<file path="src/source/sensor_rx_settings.svh">
// Widths and limits of the receiver; TAP_WIDTH also sets the delay line depth as 2**TAP_WIDTH
`ifndef SENSOR_RX_SETTINGS_SVH
`define SENSOR_RX_SETTINGS_SVH

// ----------------------------------------------------------------------
// Sensor port
// ----------------------------------------------------------------------
`define SENSOR_DAT_WIDTH 10 // Bits per pixel word
`define COORD_WIDTH 12      // Row and column counters, max 4095

// ----------------------------------------------------------------------
// Delay line and status
// ----------------------------------------------------------------------
`define TAP_WIDTH 4         // Taps 0 to 15
`define FRAME_CNT_WIDTH 16  // Frame counter, wraps

// ----------------------------------------------------------------------
// Register bus
// ----------------------------------------------------------------------
`define APB_ADDR_WIDTH 5    // Covers word addresses up to 0x1C

`endif

</file>
<file path="src/source/sensor_rx_pkg.sv">
// Types for the receiver; register layout assumes COORD_WIDTH of at most 16 bits
`include "sensor_rx_settings.svh"

package sensor_rx_pkg;

	// ----------------------------------------------------------------------
	// Data types
	// ----------------------------------------------------------------------
	typedef logic [`SENSOR_DAT_WIDTH-1:0] pixel_t; // One pixel word
	typedef logic [`COORD_WIDTH-1:0] coord_t;      // Row or column index
	typedef logic [`TAP_WIDTH-1:0] tap_t;          // Delay in pixel clocks
	typedef logic [`FRAME_CNT_WIDTH-1:0] frame_cnt_t;

	// Position of the decoder within the sensor timing
	typedef enum logic [1:0] {
		SYNC_IDLE,  // Outside a frame
		SYNC_BLANK, // In frame, between lines
		SYNC_LINE   // In a line
	} sync_state_e;

	// ----------------------------------------------------------------------
	// Register map, word aligned
	// ----------------------------------------------------------------------
	typedef enum logic [`APB_ADDR_WIDTH-1:0] {
		REG_CTRL   = 'h00, // Bit 0 delay enable, bit 1 crop enable
		REG_TAP    = 'h04, // Delay tap count
		REG_XWIN   = 'h08, // X start 11:0, x end 27:16
		REG_YWIN   = 'h0C, // Y start 11:0, y end 27:16
		REG_FRAMES = 'h10  // Frame count, read only
	} reg_addr_e;

endpackage

</file>
<file path="src/source/pixel_delay_line.sv">
// Whole-cycle delay of tap+1 clocks when enabled, transparent when not; change tap only with fval low
`include "sensor_rx_settings.svh"

module pixel_delay_line (
	input  logic                  i_clk_pix,
	input  logic                  i_reset,
	input  logic                  i_delay_en,
	input  sensor_rx_pkg::tap_t   i_tap,
	input  sensor_rx_pkg::pixel_t i_pix_data,
	input  logic                  i_fval,
	input  logic                  i_lval,
	output sensor_rx_pkg::pixel_t o_pix_data,
	output logic                  o_fval,
	output logic                  o_lval
);
	import sensor_rx_pkg::*;

	localparam int DEPTH = 2 ** `TAP_WIDTH; // One stage per tap value

	pixel_t dat_sr [DEPTH];   // Pixel history, entry 0 is newest
	logic [DEPTH-1:0] fval_sr; // Frame valid history
	logic [DEPTH-1:0] lval_sr; // Line valid history

	// ----------------------------------------------------------------------
	// Shift register, one entry per pixel clock
	// ----------------------------------------------------------------------
	always_ff @(posedge i_clk_pix) begin
		if (i_reset) begin
			for (int i = 0; i < DEPTH; i++) begin
				dat_sr[i] <= '0; // Start from a clean line
			end
			fval_sr <= '0;
			lval_sr <= '0;
		end else begin
			dat_sr[0] <= i_pix_data;
			for (int i = 1; i < DEPTH; i++) begin
				dat_sr[i] <= dat_sr[i-1];
			end
			fval_sr <= {fval_sr[DEPTH-2:0], i_fval};
			lval_sr <= {lval_sr[DEPTH-2:0], i_lval};
		end
	end

	// ----------------------------------------------------------------------
	// Tap select or bypass
	// ----------------------------------------------------------------------
	always_comb begin
		if (i_delay_en) begin
			o_pix_data = dat_sr[i_tap]; // Entry n is n+1 clocks old
			o_fval     = fval_sr[i_tap];
			o_lval     = lval_sr[i_tap];
		end else begin
			o_pix_data = i_pix_data; // Transparent, no added latency
			o_fval     = i_fval;
			o_lval     = i_lval;
		end
	end

endmodule

</file>
<file path="src/source/roi_window.sv">
// Inclusive crop window with one clock latency; expects x start <= x end and y start <= y end
module roi_window (
	input  logic                  i_clk_pix,
	input  logic                  i_reset,
	input  logic                  i_crop_en,
	input  sensor_rx_pkg::coord_t i_x_start,
	input  sensor_rx_pkg::coord_t i_x_end,
	input  sensor_rx_pkg::coord_t i_y_start,
	input  sensor_rx_pkg::coord_t i_y_end,
	input  logic                  i_valid,
	input  sensor_rx_pkg::pixel_t i_pix_data,
	input  sensor_rx_pkg::coord_t i_col,
	input  sensor_rx_pkg::coord_t i_row,
	output logic                  o_pix_valid,
	output sensor_rx_pkg::pixel_t o_pix_data,
	output logic                  o_frame_start,
	output logic                  o_line_end
);

	logic in_x;       // Column inside window
	logic in_y;       // Row inside window
	logic pass;       // Pixel goes out
	logic first_pix;  // Top left corner of the output image
	logic last_col;   // Right edge of the window

	// ----------------------------------------------------------------------
	// Window compare
	// ----------------------------------------------------------------------
	assign in_x = (i_col >= i_x_start) && (i_col <= i_x_end);
	assign in_y = (i_row >= i_y_start) && (i_row <= i_y_end);
	assign pass = i_valid && (!i_crop_en || (in_x && in_y));

	// Corner moves to the window origin when cropping
	assign first_pix = i_crop_en ? (i_col == i_x_start && i_row == i_y_start)
	                             : (i_col == '0 && i_row == '0);
	assign last_col  = i_crop_en && (i_col == i_x_end); // Only marked when cropping

	// ----------------------------------------------------------------------
	// Output register
	// ----------------------------------------------------------------------
	always_ff @(posedge i_clk_pix) begin
		if (i_reset) begin
			o_pix_valid   <= 1'b0;
			o_frame_start <= 1'b0;
			o_line_end    <= 1'b0;
		end else begin
			o_pix_valid   <= pass;
			o_frame_start <= pass && first_pix;
			o_line_end    <= pass && last_col;
		end
	end

	always_ff @(posedge i_clk_pix) begin
		o_pix_data <= i_pix_data; // Qualified by o_pix_valid
	end

endmodule

</file>
<file path="src/source/sensor_rx_regs.sv">
// APB slave with no wait states on the pixel clock; unmapped or read-only writes flag pslverr
`include "sensor_rx_settings.svh"

module sensor_rx_regs (
	input  logic                       i_clk_pix,
	input  logic                       i_reset,
	input  logic                       i_psel,
	input  logic                       i_penable,
	input  logic                       i_pwrite,
	input  logic [`APB_ADDR_WIDTH-1:0] i_paddr,
	input  logic [31:0]                i_pwdata,
	output logic [31:0]                o_prdata,
	output logic                       o_pready,
	output logic                       o_pslverr,
	input  sensor_rx_pkg::frame_cnt_t  i_frame_count,
	output logic                       o_delay_en,
	output sensor_rx_pkg::tap_t        o_tap,
	output logic                       o_crop_en,
	output sensor_rx_pkg::coord_t      o_x_start,
	output sensor_rx_pkg::coord_t      o_x_end,
	output sensor_rx_pkg::coord_t      o_y_start,
	output sensor_rx_pkg::coord_t      o_y_end
);
	import sensor_rx_pkg::*;

	localparam int HI_LSB = 16; // Window end field offset

	reg_addr_e addr;   // Decoded address
	logic access;      // APB access phase
	logic addr_ok;     // Address is mapped
	logic wr_ro;       // Write to a read-only register
	logic wr_en;       // Accepted write

	assign addr    = reg_addr_e'(i_paddr);
	assign access  = i_psel && i_penable;
	assign wr_ro   = i_pwrite && (addr == REG_FRAMES);
	assign wr_en   = access && i_pwrite && addr_ok && !wr_ro;

	assign o_pready  = 1'b1;                         // Never stalls
	assign o_pslverr = access && (!addr_ok || wr_ro); // Access phase only

	// ----------------------------------------------------------------------
	// Read decode
	// ----------------------------------------------------------------------
	always_comb begin
		addr_ok  = 1'b1;
		o_prdata = '0;
		case (addr)
			REG_CTRL: begin
				o_prdata[0] = o_delay_en;
				o_prdata[1] = o_crop_en;
			end
			REG_TAP: o_prdata[`TAP_WIDTH-1:0] = o_tap;
			REG_XWIN: begin
				o_prdata[`COORD_WIDTH-1:0]      = o_x_start;
				o_prdata[HI_LSB +: `COORD_WIDTH] = o_x_end;
			end
			REG_YWIN: begin
				o_prdata[`COORD_WIDTH-1:0]      = o_y_start;
				o_prdata[HI_LSB +: `COORD_WIDTH] = o_y_end;
			end
			REG_FRAMES: o_prdata[`FRAME_CNT_WIDTH-1:0] = i_frame_count;
			default: addr_ok = 1'b0; // Hole or unaligned
		endcase
	end

	// ----------------------------------------------------------------------
	// Write registers, updated at the access edge
	// ----------------------------------------------------------------------
	always_ff @(posedge i_clk_pix) begin
		if (i_reset) begin
			o_delay_en <= 1'b0;
			o_crop_en  <= 1'b0;
			o_tap      <= '0;
			o_x_start  <= '0;
			o_x_end    <= '0;
			o_y_start  <= '0;
			o_y_end    <= '0;
		end else if (wr_en) begin
			case (addr)
				REG_CTRL: begin
					o_delay_en <= i_pwdata[0];
					o_crop_en  <= i_pwdata[1];
				end
				REG_TAP: o_tap <= i_pwdata[`TAP_WIDTH-1:0];
				REG_XWIN: begin
					o_x_start <= i_pwdata[`COORD_WIDTH-1:0];
					o_x_end   <= i_pwdata[HI_LSB +: `COORD_WIDTH];
				end
				REG_YWIN: begin
					o_y_start <= i_pwdata[`COORD_WIDTH-1:0];
					o_y_end   <= i_pwdata[HI_LSB +: `COORD_WIDTH];
				end
				default: ; // Read-only, already filtered
			endcase
		end
	end

endmodule

</file>
<file path="src/source/sensor_rx_top.sv">
// Receiver top on one pixel clock; pins to o_pix_valid take tap+3 clocks, or 2 with delay off
`include "sensor_rx_settings.svh"

module sensor_rx_top (
	input  logic                       i_clk_pix,
	input  logic                       i_reset,
	input  logic                       i_psel,
	input  logic                       i_penable,
	input  logic                       i_pwrite,
	input  logic [`APB_ADDR_WIDTH-1:0] i_paddr,
	input  logic [31:0]                i_pwdata,
	output logic [31:0]                o_prdata,
	output logic                       o_pready,
	output logic                       o_pslverr,
	input  sensor_rx_pkg::pixel_t      i_pix_data,
	input  logic                       i_fval,
	input  logic                       i_lval,
	output logic                       o_pix_valid,
	output sensor_rx_pkg::pixel_t      o_pix_data,
	output logic                       o_frame_start,
	output logic                       o_line_end
);
	import sensor_rx_pkg::*;

	// ----------------------------------------------------------------------
	// Control from the register block
	// ----------------------------------------------------------------------
	logic delay_en;
	tap_t tap;
	logic crop_en;
	coord_t x_start;
	coord_t x_end;
	coord_t y_start;
	coord_t y_end;
	frame_cnt_t frame_count; // Back from the decoder

	// ----------------------------------------------------------------------
	// Pipeline links
	// ----------------------------------------------------------------------
	pixel_t dly_pix;
	logic dly_fval;
	logic dly_lval;
	logic dec_valid;
	pixel_t dec_pix;
	coord_t dec_col;
	coord_t dec_row;

	sensor_rx_regs u_sensor_rx_regs (
		.i_clk_pix(i_clk_pix), .i_reset(i_reset),
		.i_psel(i_psel), .i_penable(i_penable), .i_pwrite(i_pwrite),
		.i_paddr(i_paddr), .i_pwdata(i_pwdata),
		.o_prdata(o_prdata), .o_pready(o_pready), .o_pslverr(o_pslverr),
		.i_frame_count(frame_count),
		.o_delay_en(delay_en), .o_tap(tap), .o_crop_en(crop_en),
		.o_x_start(x_start), .o_x_end(x_end), .o_y_start(y_start), .o_y_end(y_end)
	);

	pixel_delay_line u_pixel_delay_line (
		.i_clk_pix(i_clk_pix), .i_reset(i_reset),
		.i_delay_en(delay_en), .i_tap(tap),
		.i_pix_data(i_pix_data), .i_fval(i_fval), .i_lval(i_lval),
		.o_pix_data(dly_pix), .o_fval(dly_fval), .o_lval(dly_lval)
	);

	// Frame end pulse is not needed downstream
	sync_decoder u_sync_decoder (
		.i_clk_pix(i_clk_pix), .i_reset(i_reset),
		.i_pix_data(dly_pix), .i_fval(dly_fval), .i_lval(dly_lval),
		.o_valid(dec_valid), .o_pix_data(dec_pix), .o_col(dec_col), .o_row(dec_row),
		.o_frame_end(), .o_frame_count(frame_count)
	);

	roi_window u_roi_window (
		.i_clk_pix(i_clk_pix), .i_reset(i_reset), .i_crop_en(crop_en),
		.i_x_start(x_start), .i_x_end(x_end), .i_y_start(y_start), .i_y_end(y_end),
		.i_valid(dec_valid), .i_pix_data(dec_pix), .i_col(dec_col), .i_row(dec_row),
		.o_pix_valid(o_pix_valid), .o_pix_data(o_pix_data),
		.o_frame_start(o_frame_start), .o_line_end(o_line_end)
	);

endmodule

</file>
<file path="src/source/sync_decoder.sv">
// Position from fval and lval with one clock latency; counters wrap beyond 2**COORD_WIDTH
module sync_decoder (
	input  logic                      i_clk_pix,
	input  logic                      i_reset,
	input  sensor_rx_pkg::pixel_t     i_pix_data,
	input  logic                      i_fval,
	input  logic                      i_lval,
	output logic                      o_valid,
	output sensor_rx_pkg::pixel_t     o_pix_data,
	output sensor_rx_pkg::coord_t     o_col,
	output sensor_rx_pkg::coord_t     o_row,
	output logic                      o_frame_end,
	output sensor_rx_pkg::frame_cnt_t o_frame_count
);
	import sensor_rx_pkg::*;

	sync_state_e state;
	sync_state_e state_next;
	coord_t col_cnt;    // Next column in the current line
	coord_t row_cnt;    // Current row in the frame
	coord_t col_cur;    // Column of the incoming pixel
	logic pix_in;       // Incoming word is a pixel
	logic fval_fall;    // Frame just ended

	assign pix_in    = i_fval && i_lval;
	assign fval_fall = (state != SYNC_IDLE) && !i_fval;
	assign col_cur   = (state == SYNC_LINE) ? col_cnt : '0; // New line starts at 0

	// ----------------------------------------------------------------------
	// Sync state machine
	// ----------------------------------------------------------------------
	always_comb begin
		state_next = state;
		case (state)
			SYNC_IDLE: begin
				if (i_fval) begin
					state_next = i_lval ? SYNC_LINE : SYNC_BLANK;
				end
			end
			SYNC_BLANK: begin
				if (!i_fval) begin
					state_next = SYNC_IDLE;
				end else if (i_lval) begin
					state_next = SYNC_LINE;
				end
			end
			default: begin // SYNC_LINE
				if (!i_fval) begin
					state_next = SYNC_IDLE;
				end else if (!i_lval) begin
					state_next = SYNC_BLANK;
				end
			end
		endcase
	end

	always_ff @(posedge i_clk_pix) begin
		if (i_reset) begin
			state         <= SYNC_IDLE;
			col_cnt       <= '0;
			row_cnt       <= '0;
			o_valid       <= 1'b0;
			o_frame_end   <= 1'b0;
			o_frame_count <= '0;
		end else begin
			state       <= state_next;
			o_valid     <= pix_in;
			o_frame_end <= fval_fall; // Pulse after the last frame word
			if (pix_in) begin
				col_cnt <= col_cur + 1'b1;
			end
			if (!i_fval || state == SYNC_IDLE) begin
				row_cnt <= '0; // Held clear until fval rises
			end else if (state == SYNC_LINE && !i_lval) begin
				row_cnt <= row_cnt + 1'b1; // Falling lval
			end
			if (fval_fall) begin
				o_frame_count <= o_frame_count + 1'b1;
			end
		end
	end

	// Payload travels with o_valid
	always_ff @(posedge i_clk_pix) begin
		o_pix_data <= i_pix_data;
		o_col      <= col_cur;
		o_row      <= row_cnt;
	end

endmodule

</file>
<file path="config.mk">
export PLATFORM = sky130hd
export DESIGN_NAME = sensor_rx_top
export DESIGN_NICKNAME = d
export VERILOG_FILES = /design/src/source/sensor_rx_pkg.sv /design/src/source/pixel_delay_line.sv /design/src/source/roi_window.sv /design/src/source/sensor_rx_regs.sv /design/src/source/sensor_rx_top.sv /design/src/source/sync_decoder.sv
export VERILOG_INCLUDE_DIRS = /design/src /design/src/source
export SDC_FILE = /design/constraint.sdc
export NUM_CORES = 1
export LEC_CHECK = 0
export BUFFER_PORTS_ARGS = -buffer_cell sky130_fd_sc_hd__clkbuf_2
export CAP_MARGIN = 20
export CORE_ASPECT_RATIO = 1.25
export CORE_MARGIN = 2
export CORE_UTILIZATION = 55
export DETAILED_ROUTE_END_ITERATION = 6
export PLACE_DENSITY = 0.82
export SYNTH_ARGS = -nofsm -noshare
export SYNTH_HDL_FRONTEND = slang
export SYNTH_HIERARCHICAL = 1
export SYNTH_SLANG_ARGS = --single-unit
</file>
<file path="constraint.sdc">
create_clock -name i_clk_pix -period 3.5 [get_ports i_clk_pix]
set_input_delay 0.35 -clock i_clk_pix [delete_from_list [all_inputs] [get_ports i_clk_pix]]
set_output_delay 0.35 -clock i_clk_pix [all_outputs]
set_load 0.005 [all_outputs]
</file>
==> results.json <==
{
  "status": "completed",
  "synth.avg_cell_area_sq_um": 10.4,
  "clk_pin_slew_ns": 0.06,
  "avgViaCountPerCell": 5.61,
  "finalHoldViolations": 0,
  "slew_headroom_pct": 54.3,
  "grt_pass1_vias": 9734,
  "cts_buffer_depth": 3,
  "drtIter0Drc": 602,
  "num_vias": 9775,
  "synth_warnings": 6,
  "postSynthCellCount": 1322,
  "syn_area_sq_um": 13800,
  "wl_um": 30400,
  "numPortBuffers": 87,
  "cts_resized": 0,
  "clock_sinks": 336,
  "start_kind": "flip-flop",
  "grt_setup_unrepaired": "no",
  "crit_type": "flip-flop to flip-flop",
  "hpwl_um": 20300,
  "clockRootBuffer": "clkbuf_16",
  "drc": 0,
  "final_layout_size_suffix_gt1_share_pct": 19.1,
  "cap_violations": 0,
  "p_per_area_nw_per_um2": 520,
  "grt_overflow_total": 0,
  "grt_pass1_wl_um": 48500,
  "holdBufCountCts": 0,
  "cts_tree": "built",
  "numCtsBuffers": 34,
  "cts_setup_buffers": 0,
  "most-common-layout-cells": "334 x dfxtp_1, 200 x nor2b_1, 143 x nand2_1",
  "grt_busiest_layer": "met2",
  "h-tree-depth": 2,
  "r2r_cells": 7,
  "grtUsageMet2_pct": 39.5,
  "syn_to_final_growth_pct": 12.5,
  "start_util_pct": 56.2,
  "postRouteAntennaNets": 0,
  "rows": 64,
  "crit_required_ns": 3.93,
  "slew_viol_final": 0,
  "gp_congestion": 0.924,
  "crit_arrival_ns": 3.30,
  "crit_path_end_kind": "flip-flop",
  "leakage_nw": 6.03,
  "n_antenna_cell": 0,
  "gr-usage-all-layers_pct": 22.5,
  "peakVddDrop_mv": 0.377,
  "reg2reg_slack_ns": 0.63,
  "dr.pass1.iters": 5,
  "critPathMaxFanout": 12,
  "hp-class": "input port to flip-flop",
  "tightestPinTransition_ns": 0.679,
  "fmax_mhz": 348,
  "place_inst": 1682,
  "n_fill_cell": 1928,
  "mostFrequentLayoutCell": "dfxtp_1",
  "use_met1_pct": 26.8,
  "core_area_sq_um": 24600,
  "layout_min_cycle_time_ns": 2.87,
  "finalCritPeriodShare_pct": 82.0,
  "io_pins": 101,
  "antenna_found_initial": 0,
  "die_w_um": 146,
  "instances_no_fill": 1742,
  "setup_tns_ns": 0,
  "dieArea_sq_um": 26400,
  "die_y_um": 181,
  "final_nets": 1493,
  "setup_viol_count_final": 0,
  "clkLatencyLatePin_ns": 0.51,
  "gr-usage-met3_pct": 4.12,
  "fin_worst_skew_ns": 0.0146,
  "min_delay_path_depth": 3,
  "wl_per_cell_um": 17.5,
  "grt_max_degree": 139
}
-- critical path: stages (launching register included) --
cell	delay [ns]
dfxtp_1	0.54
or2b_2	0.53
o22ai_1	0.27
a221oi_2	0.14
o21bai_1	0.31
or2_1	0.37
or4_1	0.49
a21oi_1	0.15
-- metrics by stage --
step	util (%)	area (sq um)	hold slack [ns]	power [mW]	setup slack (ns)
3_3_place_gp	58.1	14300	0.311	4.19	0.667
4_1_cts	63.2	15500	0.0593	8.13	0.663
2_1_floorplan	-	13800	0.310	4.11	0.836
5_1_grt	63.2	15500	0.0679	8.31	0.473
6_report	63.2	15500	0.0729	8.07	0.630
3_5_place_dp	58.2	14300	0.312	4.19	0.692
-- report_power, final --
group          total, mW  internal (mW)  switching [mW]
clock network       3.96           2.47            1.50
logic              0.226         0.0895           0.137
registers           3.89           3.86          0.0215
-- per-layer routing --
metal / vias up / routed length [um]
met5: - / 0
met4: 0 / 1100
met3: 74 / 1620
met2: 307 / 15200
met1: 4714 / 12500
li1: 4680 / -
-- final cells by class --
cell class,instances,area [sq um],area share (%)
flip-flops and latches,336,6730,43.3
multi-input cells,855,6350,40.9
clock buffers,43,956,6.15
repair buffers,108,612,3.94
well taps,330,413,2.66
clock inverters,17,282,1.81
inverters,53,199,1.28
-- path summary, 6_finish.rpt --
kind,startpoint,to
hold / removal,i_pwdata[22],u_sensor_rx_regs/o_x_end[6]
setup reg to reg,u_sensor_rx_regs/o_tap[3],u_sync_decoder/o_frame_count[15]
hold reg to reg,u_sync_decoder/o_pix_data[3],u_roi_window/o_pix_data[3]
setup / recovery,u_sensor_rx_regs/o_tap[3],u_sync_decoder/o_frame_count[15]
-- registers in the layout, summed over array words and instances, names as in the netlist --
register,count
u_sync_decoder/o_col,12
u_pixel_delay_line/lval_sr,16
u_sync_decoder/state,2
u_sync_decoder/o_frame_count,16
u_roi_window/o_pix_valid,1
u_sensor_rx_regs/o_tap,4
u_sync_decoder/o_valid,1
u_sensor_rx_regs/o_y_start,12
u_sensor_rx_regs/o_x_end,12
u_sync_decoder/col_cnt,12
u_sync_decoder/row_cnt,12
u_pixel_delay_line/fval_sr,16
u_pixel_delay_line/dat_sr,160
u_sensor_rx_regs/o_x_start,12
u_roi_window/o_line_end,1
u_roi_window/o_pix_data,10
u_roi_window/o_frame_start,1
u_sync_decoder/o_row,12
u_sync_decoder/o_pix_data,10
u_sensor_rx_regs/o_crop_en,1
u_sensor_rx_regs/o_y_end,12
u_sensor_rx_regs/o_delay_en,1
(Power assumes the default switching activity.)
